<file path="config.mk">
export PLATFORM = sky130hd
export DESIGN_NAME = gpu_ctl_top
export DESIGN_NICKNAME = d
export VERILOG_FILES = /design/src/gpu_cfg_pkg.sv /design/src/gpu_op_pkg.sv /design/src/gpu_unit.sv /design/src/warp_state.sv /design/src/barrier_table.sv /design/src/gpu_ctl_top.sv
export SDC_FILE = /design/constraint.sdc
export NUM_CORES = 1
export LEC_CHECK = 0
export BUFFER_PORTS_ARGS = -buffer_cell sky130_fd_sc_hd__buf_2
export CAP_MARGIN = 20
export CORE_UTILIZATION = 25
export CTS_CLUSTER_SIZE = 8
export DETAILED_ROUTE_END_ITERATION = 12
export GPL_ROUTABILITY_DRIVEN = 0
export PLACE_DENSITY_LB_ADDON = 0.1
export RECOVER_POWER = 100
export SYNTH_ARGS = -nofsm -noshare
export SYNTH_HDL_FRONTEND = slang
export SYNTH_SLANG_ARGS = --single-unit
</file>
<file path="constraint.sdc">
create_clock -name clk -period 3.9 [get_ports clk]
set_input_delay 0 -clock clk [delete_from_list [all_inputs] [get_ports clk]]
set_output_delay 0 -clock clk [all_outputs]
set_load 0.005 [all_outputs]
</file>
<file path="src/gpu_cfg_pkg.sv">
package gpu_cfg_pkg;

    // core sizing
    localparam int num_threads  = 4;
    localparam int num_warps    = 4;
    localparam int num_barriers = 4;

    localparam int nw_bits = $clog2(num_warps);
    localparam int nb_bits = $clog2(num_barriers);
    localparam int nr_bits = 5;

    // data and pc words
    typedef logic [31:0] word_t;

    typedef logic [nw_bits-1:0] wid_t;

    // one bit per lane
    typedef logic [num_threads-1:0] tmask_t;

    // one bit per warp
    typedef logic [num_warps-1:0] wmask_t;

    typedef logic [nb_bits-1:0] bar_id_t;

    // destination register index
    typedef logic [nr_bits-1:0] reg_t;

endpackage

</file>
<file path="src/gpu_op_pkg.sv">
package gpu_op_pkg;

    localparam int op_bits = 2;

    // warp-control opcodes from issue
    typedef enum logic [op_bits-1:0] {
        op_tmc    = 2'd0,
        op_wspawn = 2'd1,
        op_split  = 2'd2,
        op_bar    = 2'd3
    } gpu_op_e;

    // barrier size minus one, counts warps
    localparam int size_bits = gpu_cfg_pkg::nw_bits;

    typedef logic [size_bits-1:0] bar_size_t;

    // start pc of warp 0
    localparam gpu_cfg_pkg::word_t reset_pc = 32'h8000_0000;

endpackage

</file>
<file path="src/gpu_unit.sv">
`timescale 1ns/1ps

module gpu_unit (
    input  logic                   clk,
    input  logic                   rst_n,

    input  logic                   req_valid,
    output logic                   req_ready,
    input  gpu_cfg_pkg::wid_t      req_wid,
    input  gpu_cfg_pkg::tmask_t    req_tmask,
    input  gpu_cfg_pkg::word_t     req_pc,
    input  gpu_cfg_pkg::word_t     req_next_pc,
    input  gpu_op_pkg::gpu_op_e    req_op,
    input  gpu_cfg_pkg::reg_t      req_rd,
    input  logic                   req_wb,
    input  gpu_cfg_pkg::word_t     req_rs1,
    input  gpu_cfg_pkg::tmask_t    req_cond,
    input  gpu_cfg_pkg::word_t     req_rs2,

    output logic                   cmt_valid,
    input  logic                   cmt_ready,
    output gpu_cfg_pkg::wid_t      cmt_wid,
    output gpu_cfg_pkg::tmask_t    cmt_tmask,
    output gpu_cfg_pkg::word_t     cmt_pc,
    output gpu_cfg_pkg::reg_t      cmt_rd,
    output logic                   cmt_wb,

    output logic                   ctl_valid,
    output gpu_cfg_pkg::wid_t      ctl_wid,
    output logic                   tmc_valid,
    output gpu_cfg_pkg::tmask_t    tmc_mask,
    output logic                   wspawn_valid,
    output gpu_cfg_pkg::wmask_t    wspawn_wmask,
    output gpu_cfg_pkg::word_t     wspawn_pc,
    output logic                   split_valid,
    output logic                   split_diverged,
    output gpu_cfg_pkg::tmask_t    split_then,
    output gpu_cfg_pkg::tmask_t    split_else,
    output gpu_cfg_pkg::word_t     split_pc,
    output logic                   bar_valid,
    output gpu_cfg_pkg::bar_id_t   bar_id,
    output gpu_op_pkg::bar_size_t  bar_size_m1
);

    logic                  is_tmc;
    logic                  is_wspawn;
    logic                  is_split;
    logic                  is_bar;
    logic                  stall;
    gpu_cfg_pkg::tmask_t   tmc_mask_d;
    gpu_cfg_pkg::wmask_t   wspawn_wmask_d;
    gpu_cfg_pkg::tmask_t   then_d;
    gpu_cfg_pkg::tmask_t   else_d;

    assign is_tmc    = (req_op == gpu_op_pkg::op_tmc);
    assign is_wspawn = (req_op == gpu_op_pkg::op_wspawn);
    assign is_split  = (req_op == gpu_op_pkg::op_split);
    assign is_bar    = (req_op == gpu_op_pkg::op_bar);

    // lane masks for tmc and split
    always_comb begin
        for (int i = 0; i < gpu_cfg_pkg::num_threads; i++) begin
            tmc_mask_d[i] = (32'(i) < req_rs1);
            then_d[i]     = req_tmask[i] & req_cond[i];
            else_d[i]     = req_tmask[i] & ~req_cond[i];
        end
    end

    always_comb begin
        for (int i = 0; i < gpu_cfg_pkg::num_warps; i++) begin
            wspawn_wmask_d[i] = (32'(i) < req_rs1);
        end
    end

    // hold the record while commit is blocked
    assign stall     = cmt_valid & ~cmt_ready;
    assign req_ready = ~stall;

    always_ff @(posedge clk) begin
        if (!rst_n) begin
            cmt_valid    <= 1'b0;
            tmc_valid    <= 1'b0;
            wspawn_valid <= 1'b0;
            split_valid  <= 1'b0;
            bar_valid    <= 1'b0;
        end else if (!stall) begin
            cmt_valid    <= req_valid;
            tmc_valid    <= req_valid & is_tmc;
            wspawn_valid <= req_valid & is_wspawn;
            split_valid  <= req_valid & is_split;
            bar_valid    <= req_valid & is_bar;
        end
    end

    always_ff @(posedge clk) begin
        if (!stall) begin
            cmt_wid        <= req_wid;
            cmt_tmask      <= req_tmask;
            cmt_pc         <= req_pc;
            cmt_rd         <= req_rd;
            cmt_wb         <= req_wb;
            tmc_mask       <= tmc_mask_d;
            wspawn_wmask   <= wspawn_wmask_d;
            wspawn_pc      <= req_rs2;
            split_diverged <= (|then_d) && (|else_d);
            split_then     <= then_d;
            split_else     <= else_d;
            split_pc       <= req_next_pc;
            bar_id         <= req_rs1[gpu_cfg_pkg::nb_bits-1:0];
            bar_size_m1    <= gpu_op_pkg::bar_size_t'(req_rs2 - 32'd1);
        end
    end

    // control record applies only when commit fires
    assign ctl_valid = cmt_valid & cmt_ready;
    assign ctl_wid   = cmt_wid;

    a_hold_stable: assert property (
        @(posedge clk) disable iff (!rst_n)
        (cmt_valid && !cmt_ready) |=> (cmt_valid
            && $stable({cmt_wid, cmt_tmask, cmt_pc, cmt_rd, cmt_wb}))
    );

endmodule

</file>
<file path="src/warp_state.sv">
`timescale 1ns/1ps

module warp_state (
    input  logic                  clk,
    input  logic                  rst_n,

    input  logic                  ctl_valid,
    input  gpu_cfg_pkg::wid_t     ctl_wid,
    input  logic                  tmc_valid,
    input  gpu_cfg_pkg::tmask_t   tmc_mask,
    input  logic                  wspawn_valid,
    input  gpu_cfg_pkg::wmask_t   wspawn_wmask,
    input  gpu_cfg_pkg::word_t    wspawn_pc,
    input  logic                  split_valid,
    input  logic                  split_diverged,
    input  gpu_cfg_pkg::tmask_t   split_then,
    input  gpu_cfg_pkg::tmask_t   split_else,
    input  gpu_cfg_pkg::word_t    split_pc,

    input  gpu_cfg_pkg::wmask_t   stalled,

    input  gpu_cfg_pkg::wid_t     sched_wid,
    output logic                  sched_active,
    output gpu_cfg_pkg::tmask_t   sched_tmask,
    output gpu_cfg_pkg::word_t    sched_pc
);

    gpu_cfg_pkg::wmask_t  active;
    gpu_cfg_pkg::wmask_t  else_valid;
    gpu_cfg_pkg::tmask_t  tmask     [gpu_cfg_pkg::num_warps];
    gpu_cfg_pkg::word_t   pc        [gpu_cfg_pkg::num_warps];
    gpu_cfg_pkg::tmask_t  else_mask [gpu_cfg_pkg::num_warps];
    gpu_cfg_pkg::word_t   else_pc   [gpu_cfg_pkg::num_warps];
    logic                 reconverge;
    logic                 diverge;

    // tmc 0 with a saved else side switches over instead of stopping
    assign reconverge = tmc_valid && (tmc_mask == '0) && else_valid[ctl_wid];
    assign diverge    = split_valid && split_diverged;

    always_ff @(posedge clk) begin
        if (!rst_n) begin
            active     <= gpu_cfg_pkg::wmask_t'(1);
            else_valid <= '0;
            for (int i = 0; i < gpu_cfg_pkg::num_warps; i++) begin
                tmask[i] <= '0;
                pc[i]    <= '0;
            end
            tmask[0] <= '1;
            pc[0]    <= gpu_op_pkg::reset_pc;
        end else if (ctl_valid) begin
            if (wspawn_valid) begin
                for (int i = 0; i < gpu_cfg_pkg::num_warps; i++) begin
                    if (wspawn_wmask[i] && (gpu_cfg_pkg::wid_t'(i) != ctl_wid)) begin
                        // spawned warps start on lane 0 only
                        active[i] <= 1'b1;
                        tmask[i]  <= gpu_cfg_pkg::tmask_t'(1);
                        pc[i]     <= wspawn_pc;
                    end
                end
            end else if (reconverge) begin
                tmask[ctl_wid]      <= else_mask[ctl_wid];
                pc[ctl_wid]         <= else_pc[ctl_wid];
                else_valid[ctl_wid] <= 1'b0;
            end else if (tmc_valid) begin
                active[ctl_wid] <= |tmc_mask;
                tmask[ctl_wid]  <= tmc_mask;
            end else if (diverge) begin
                tmask[ctl_wid]      <= split_then;
                else_valid[ctl_wid] <= 1'b1;
            end
        end
    end

    // else side of a split, one deep
    always_ff @(posedge clk) begin
        if (ctl_valid && diverge) begin
            else_mask[ctl_wid] <= split_else;
            else_pc[ctl_wid]   <= split_pc;
        end
    end

    // read port for the scheduler
    assign sched_active = active[sched_wid] & ~stalled[sched_wid];
    assign sched_tmask  = tmask[sched_wid];
    assign sched_pc     = pc[sched_wid];

    a_no_nested_split: assert property (
        @(posedge clk) disable iff (!rst_n)
        (ctl_valid && diverge) |-> !else_valid[ctl_wid]
    );

endmodule

</file>
<file path="src/barrier_table.sv">
`timescale 1ns/1ps

module barrier_table (
    input  logic                   clk,
    input  logic                   rst_n,

    input  logic                   ctl_valid,
    input  gpu_cfg_pkg::wid_t      ctl_wid,
    input  logic                   bar_valid,
    input  gpu_cfg_pkg::bar_id_t   bar_id,
    input  gpu_op_pkg::bar_size_t  bar_size_m1,

    output gpu_cfg_pkg::wmask_t    stalled
);

    gpu_op_pkg::bar_size_t  count   [gpu_cfg_pkg::num_barriers];
    gpu_cfg_pkg::wmask_t    waiting [gpu_cfg_pkg::num_barriers];
    logic                   arrive;
    logic                   bar_done;

    assign arrive   = ctl_valid && bar_valid;

    // last warp in releases the whole group
    assign bar_done = (count[bar_id] == bar_size_m1);

    always_ff @(posedge clk) begin
        if (!rst_n) begin
            for (int b = 0; b < gpu_cfg_pkg::num_barriers; b++) begin
                count[b]   <= '0;
                waiting[b] <= '0;
            end
        end else if (arrive) begin
            if (bar_done) begin
                count[bar_id]   <= '0;
                waiting[bar_id] <= '0;
            end else begin
                count[bar_id]            <= count[bar_id] + 1'b1;
                waiting[bar_id][ctl_wid] <= 1'b1;
            end
        end
    end

    always_comb begin
        stalled = '0;
        for (int b = 0; b < gpu_cfg_pkg::num_barriers; b++) begin
            stalled = stalled | waiting[b];
        end
    end

    // a warp parks at one barrier at most
    for (genvar a = 0; a < gpu_cfg_pkg::num_barriers; a++) begin : g_bar_a
        for (genvar b = a + 1; b < gpu_cfg_pkg::num_barriers; b++) begin : g_bar_b
            a_single_wait: assert property (
                @(posedge clk) disable iff (!rst_n)
                (waiting[a] & waiting[b]) == '0
            );
        end
    end

endmodule

</file>
<file path="src/gpu_ctl_top.sv">
`timescale 1ns/1ps

module gpu_ctl_top (
    input  logic                 clk,
    input  logic                 rst_n,

    input  logic                 req_valid,
    output logic                 req_ready,
    input  gpu_cfg_pkg::wid_t    req_wid,
    input  gpu_cfg_pkg::tmask_t  req_tmask,
    input  gpu_cfg_pkg::word_t   req_pc,
    input  gpu_cfg_pkg::word_t   req_next_pc,
    input  gpu_op_pkg::gpu_op_e  req_op,
    input  gpu_cfg_pkg::reg_t    req_rd,
    input  logic                 req_wb,
    input  gpu_cfg_pkg::word_t   req_rs1,
    input  gpu_cfg_pkg::tmask_t  req_cond,
    input  gpu_cfg_pkg::word_t   req_rs2,

    output logic                 cmt_valid,
    input  logic                 cmt_ready,
    output gpu_cfg_pkg::wid_t    cmt_wid,
    output gpu_cfg_pkg::tmask_t  cmt_tmask,
    output gpu_cfg_pkg::word_t   cmt_pc,
    output gpu_cfg_pkg::reg_t    cmt_rd,
    output logic                 cmt_wb,

    input  gpu_cfg_pkg::wid_t    sched_wid,
    output logic                 sched_active,
    output gpu_cfg_pkg::tmask_t  sched_tmask,
    output gpu_cfg_pkg::word_t   sched_pc
);

    // control bus from commit
    logic                   ctl_valid;
    gpu_cfg_pkg::wid_t      ctl_wid;
    logic                   tmc_valid;
    gpu_cfg_pkg::tmask_t    tmc_mask;
    logic                   wspawn_valid;
    gpu_cfg_pkg::wmask_t    wspawn_wmask;
    gpu_cfg_pkg::word_t     wspawn_pc;
    logic                   split_valid;
    logic                   split_diverged;
    gpu_cfg_pkg::tmask_t    split_then;
    gpu_cfg_pkg::tmask_t    split_else;
    gpu_cfg_pkg::word_t     split_pc;
    logic                   bar_valid;
    gpu_cfg_pkg::bar_id_t   bar_id;
    gpu_op_pkg::bar_size_t  bar_size_m1;

    gpu_cfg_pkg::wmask_t    stalled;

    gpu_unit gpu_unit_inst (.*);

    warp_state warp_state_inst (.*);

    barrier_table barrier_table_inst (.*);

endmodule

</file>
==> results <==
- The share of total power in sequential cells is 48.8%.
- The maximum fanout along the worst path is 33.
- The post-synth net total is approximately 1200.
- The global-route wire length before repair is 76800 microns.
- The number of slew-limit violations in the final report was between 100 and 150.
- The H-tree was split into 3 levels.
- The share of layout cells above drive strength 1 is 25.1%.
- Setup violations remaining at the end of the flow were counted as 0.
- The kind of launch point of the worst setup path is a register.
- The count of hold buffers inserted by post-cts repair is 130.
- The total power divided by cell area is slightly below 500 nW/um^2.
- The internal power component is 8.98 mW.
- The number of DRC markers in iteration 0 is 618.
- Across all hold checks on the routed design, the worst slack comes to approximately 0.1 ns.
- Setup repair after global routing left no endpoint under its margin.
- For this configuration, the core starts out at a cell density of 25.3%.
- In this run the tightest slew margin relative to its limit is -29.2%.
- The combinational share of power is ~6%.
- The via count of the first global-routing pass is 11420.
- The worst-case IR drop observed on VDD is 0.256 mV.
- In this run the worst hold path is classified as in2reg.
- Total power for the finished layout comes to 11.6 mW.
- The number of clock buffers added by TritonCTS is 67.
- The floorplan core area is ~72000 sq um.
- For this run, the leading register cell type out of synthesis is edfxtp_1.
- The final routed wirelength across all metal layers is 52200 microns.
- By startpoint and endpoint, the worst setup path is classified as reg2reg.
- For the worst-skew pair, the clock arrives at the later sink with an insertion delay of 0.61 ns.
- The pin count of the biggest net entering global routing is 75.
- The initial antenna violation count is 0.
- Each instance of the synthesized netlist takes up on average 18.1 sq um.
- ~240 I/O pins were placed.
- In this run the post-CTS setup repair buffer count came out at 0.
- The max-capacitance violation count is 3.
- Per report_power, the clock group accounts for 45.2% of the total.
- After technology mapping, the gate count stands at 1000.
- The first TritonRoute pass finished after 5 iterations.
- The number of placed instances with taps included is 2143.
- The horizontal extent of the die is 271 microns.
- The standard-cell row count is a little under 100.
- At the pin with the least slew margin, the transition time is 1.94 ns.
- The flow ran to the end, but the final reports show violations.
- The clock-pin transition on the worst setup and hold timing paths is ~0.05 ns.
- Once layout is complete, the cells apart from fillers number between 2000 and 2500.
- TritonCTS built the clock tree.
- After synthesis the netlist holds a flip-flop and latch count of 454.
- The number of flops mapped to enable cells by yosys is 437.
- The static power due to leakage is 8.23 nW.
- Using the TritonRoute via totals, the vias-per-cell ratio works out to approximately 4.5.
- For this design, the sink count on the clock tree is 454.
- For this run, the number of Yosys warnings is 0.
- The critical path endpoint category is a register.
- In the final routed layout, each cell accounts on average for approximately 22 microns.
- The fraction of the yosys area taken by sequential cells is 74.2%.
- During placement, the flow inserted port buffers numbering 234.
- The upper clock frequency limit is 0.311 GHz.
- The distinct cell type count of the synthesized netlist is 56.
- Global routing used 14.2% of the available tracks across all layers.
- The total net switching power is 2.61 mW.
- The residual overflow from global routing is 0.
- The growth of design area from synthesis to finish is 29.4%.
- The least setup slack across all paths after layout is 0.681 ns.
- The worst-case clock skew is 0.0255 ns.
- The count of endpoints failing hold in the final timing report came to 0.
- The post-detailed-placement half-perimeter wirelength is 31600 microns.
- Of the total power, the share spent switching nets is 22.5%.
- The floorplan step set the die height to 271 microns.
- The longest clock path from root to sink contains 3 buffers.
- The final net count is about 1500.
- The final reports fail on capacitance limit, slew limit.
- Data on the critical path is required at its endpoint by 4.36 ns.
- Once the clock tree was built, the resizer swapped 0 gates to a different size.
- The die covers 73700 sq um.
- The final worst-path cycle share is 82.5%.
- The clock root buffer is clkbuf_16.
- Summing every instance area after synthesis gives 18100 sq um.
- The worst path needs 3.22 ns of the cycle, external delays included.
- The post-placement worst setup slack is 0.962 ns.
- The remaining design rule violation count is 0.
- Data on the critical path arrives at its endpoint at 3.68 ns.
- The async set or reset register ratio after synthesis is 0%.
- The overall via count from detail_route is approximately 11000.
- In this run the remaining antenna-violating nets after routing total 0.
## power groups by stage
| stage | logic (mW) | registers, mW | clock network [mW] |
|---|---|---|---|
| after detailed placement | 0.628 | 5.76 | 0 |
| after CTS | 0.729 | 5.67 | 5.45 |
| after global routing | 0.749 | 5.68 | 5.63 |
| after floorplan | 0.328 | 5.70 | 0 |
| final | 0.687 | 5.67 | 5.25 |
| after global placement | 0.625 | 5.76 | 0 |
## worst paths after layout
check                                                          start                                       end  slack [ns]  cells past startpoint
worst min register to register  gpu_unit_inst.split_pc[18]$_DFFE_PN_  warp_state_inst.else_pc[1][18]$_DFFE_PP_        0.49                      0
worst max register to register  gpu_unit_inst.cmt_valid$_SDFFE_PN0N_       warp_state_inst.pc[1][26]$_DFFE_PP_        0.68                      4
worst max-delay path            gpu_unit_inst.cmt_valid$_SDFFE_PN0N_       warp_state_inst.pc[1][26]$_DFFE_PP_        0.68                      4
worst min-delay path                                  req_next_pc[1]       gpu_unit_inst.split_pc[1]$_DFFE_PN_         0.1                      2
## routing by layer
layer / wire, microns / vias to the layer above / global-route usage, %
met2: 25700 / 252 / 23.5
met4: 1440 / 0 / 5.41
met5: 0 / - / 0
li1: - / 4883 / -
met1: 22900 / 5512 / 18.4
met3: 2220 / 91 / 2.95
## cells in the final DEF (no fill, tap or decap), types with 12 or more instances in the layout
cell | netlist | layout
dlygate4sd3_1 | 0 | 130
dfxtp_1 | 17 | 15
edfxtp_1 | 437 | 437
o21ai_0 | 15 | 13
nand2_1 | 40 | 41
clkbuf_16 | 0 | 67
nor4_1 | 11 | 12
clkbuf_1 | 22 | 84
nor2_1 | 67 | 64
mux4_2 | 74 | 74
a21oi_1 | 21 | 21
a22o_1 | 128 | 128
nand3_1 | 14 | 14
buf_2 | 28 | 164
## through the flow
stage | cell area, sq um | TNS, ns | util (%)
3_3_place_gp | 20500 | 0 | 28.7
3_5_place_dp | 20500 | 0 | 28.7
2_1_floorplan | 18100 | -18.46 | -
6_report | 23500 | 0 | 32.8
5_1_grt | 23500 | 0 | 32.8
4_1_cts | 23700 | 0 | 33.1
## synth_stat cells (5+ instances only)
library cell / number / share of area (%)
edfxtp_1: 437 / 72
a22o_1: 128 / 6.2
mux4_2: 74 / 9.2
nor2_1: 67 / 1.4
nand2_1: 40 / 0.83
buf_2: 28 / 0.77
clkbuf_1: 22 / 0.46
a21oi_1: 21 / 0.58
dfxtp_1: 17 / 1.9
o21ai_0: 15 / 0.41
nand3_1: 14 / 0.39
nor2b_1: 11 / 0.38
nor4_1: 11 / 0.38
and3_1: 9 / 0.31
inv_1: 9 / 0.19
and2_1: 6 / 0.21
nand2b_1: 6 / 0.21
nor3_1: 6 / 0.17
a21boi_0: 5 / 0.21
buf_6: 5 / 0.31
## sequential cells by signal (all words and copies together), names as in the netlist, 5 cells and up, named ones only
register,flops
warp_state_inst.else_pc,128
barrier_table_inst.count,8
gpu_unit_inst.wspawn_pc,32
warp_state_inst.pc,128
gpu_unit_inst.split_pc,32
gpu_unit_inst.cmt_pc,32
warp_state_inst.tmask,16
warp_state_inst.else_mask,16
barrier_table_inst.waiting,16
gpu_unit_inst.cmt_rd,5
## cell type report
class | count | area, sq um
clock buffer | 81 | 1730
clock inverter | 10 | 123
sequential | 454 | 13500
antenna | 1 | 2.50
multi-input combinational | 475 | 4370
timing repair buffer | 385 | 2560
tap | 950 | 1190
inverter | 9 | 38.8
fill | 7057 | 48100
## critical path, cell delays in order, from the launching register on
cell and delay [ns]:
dfxtp_1 0.40, and2_0 0.55, and3_1 0.29, and3_1 1.48, a22o_1 0.34
## kinds of logic (layout without fill, tap and decap cells)
kind of cell / after synthesis / count (layout) / synth area share (%)
AO/OA/AOI/OAI: 204 / 204 / 9.09
XOR/XNOR: 4 / 4 / 0.193
buffers and inverters: 71 / 485 / 1.92
flip-flops: 454 / 454 / 74.2
multiplexers: 75 / 75 / 9.27
other: 0 / 1 / 0
AND/OR/NAND/NOR: 192 / 192 / 5.34
No activity file was read; power rests on OpenSTA's default activity.
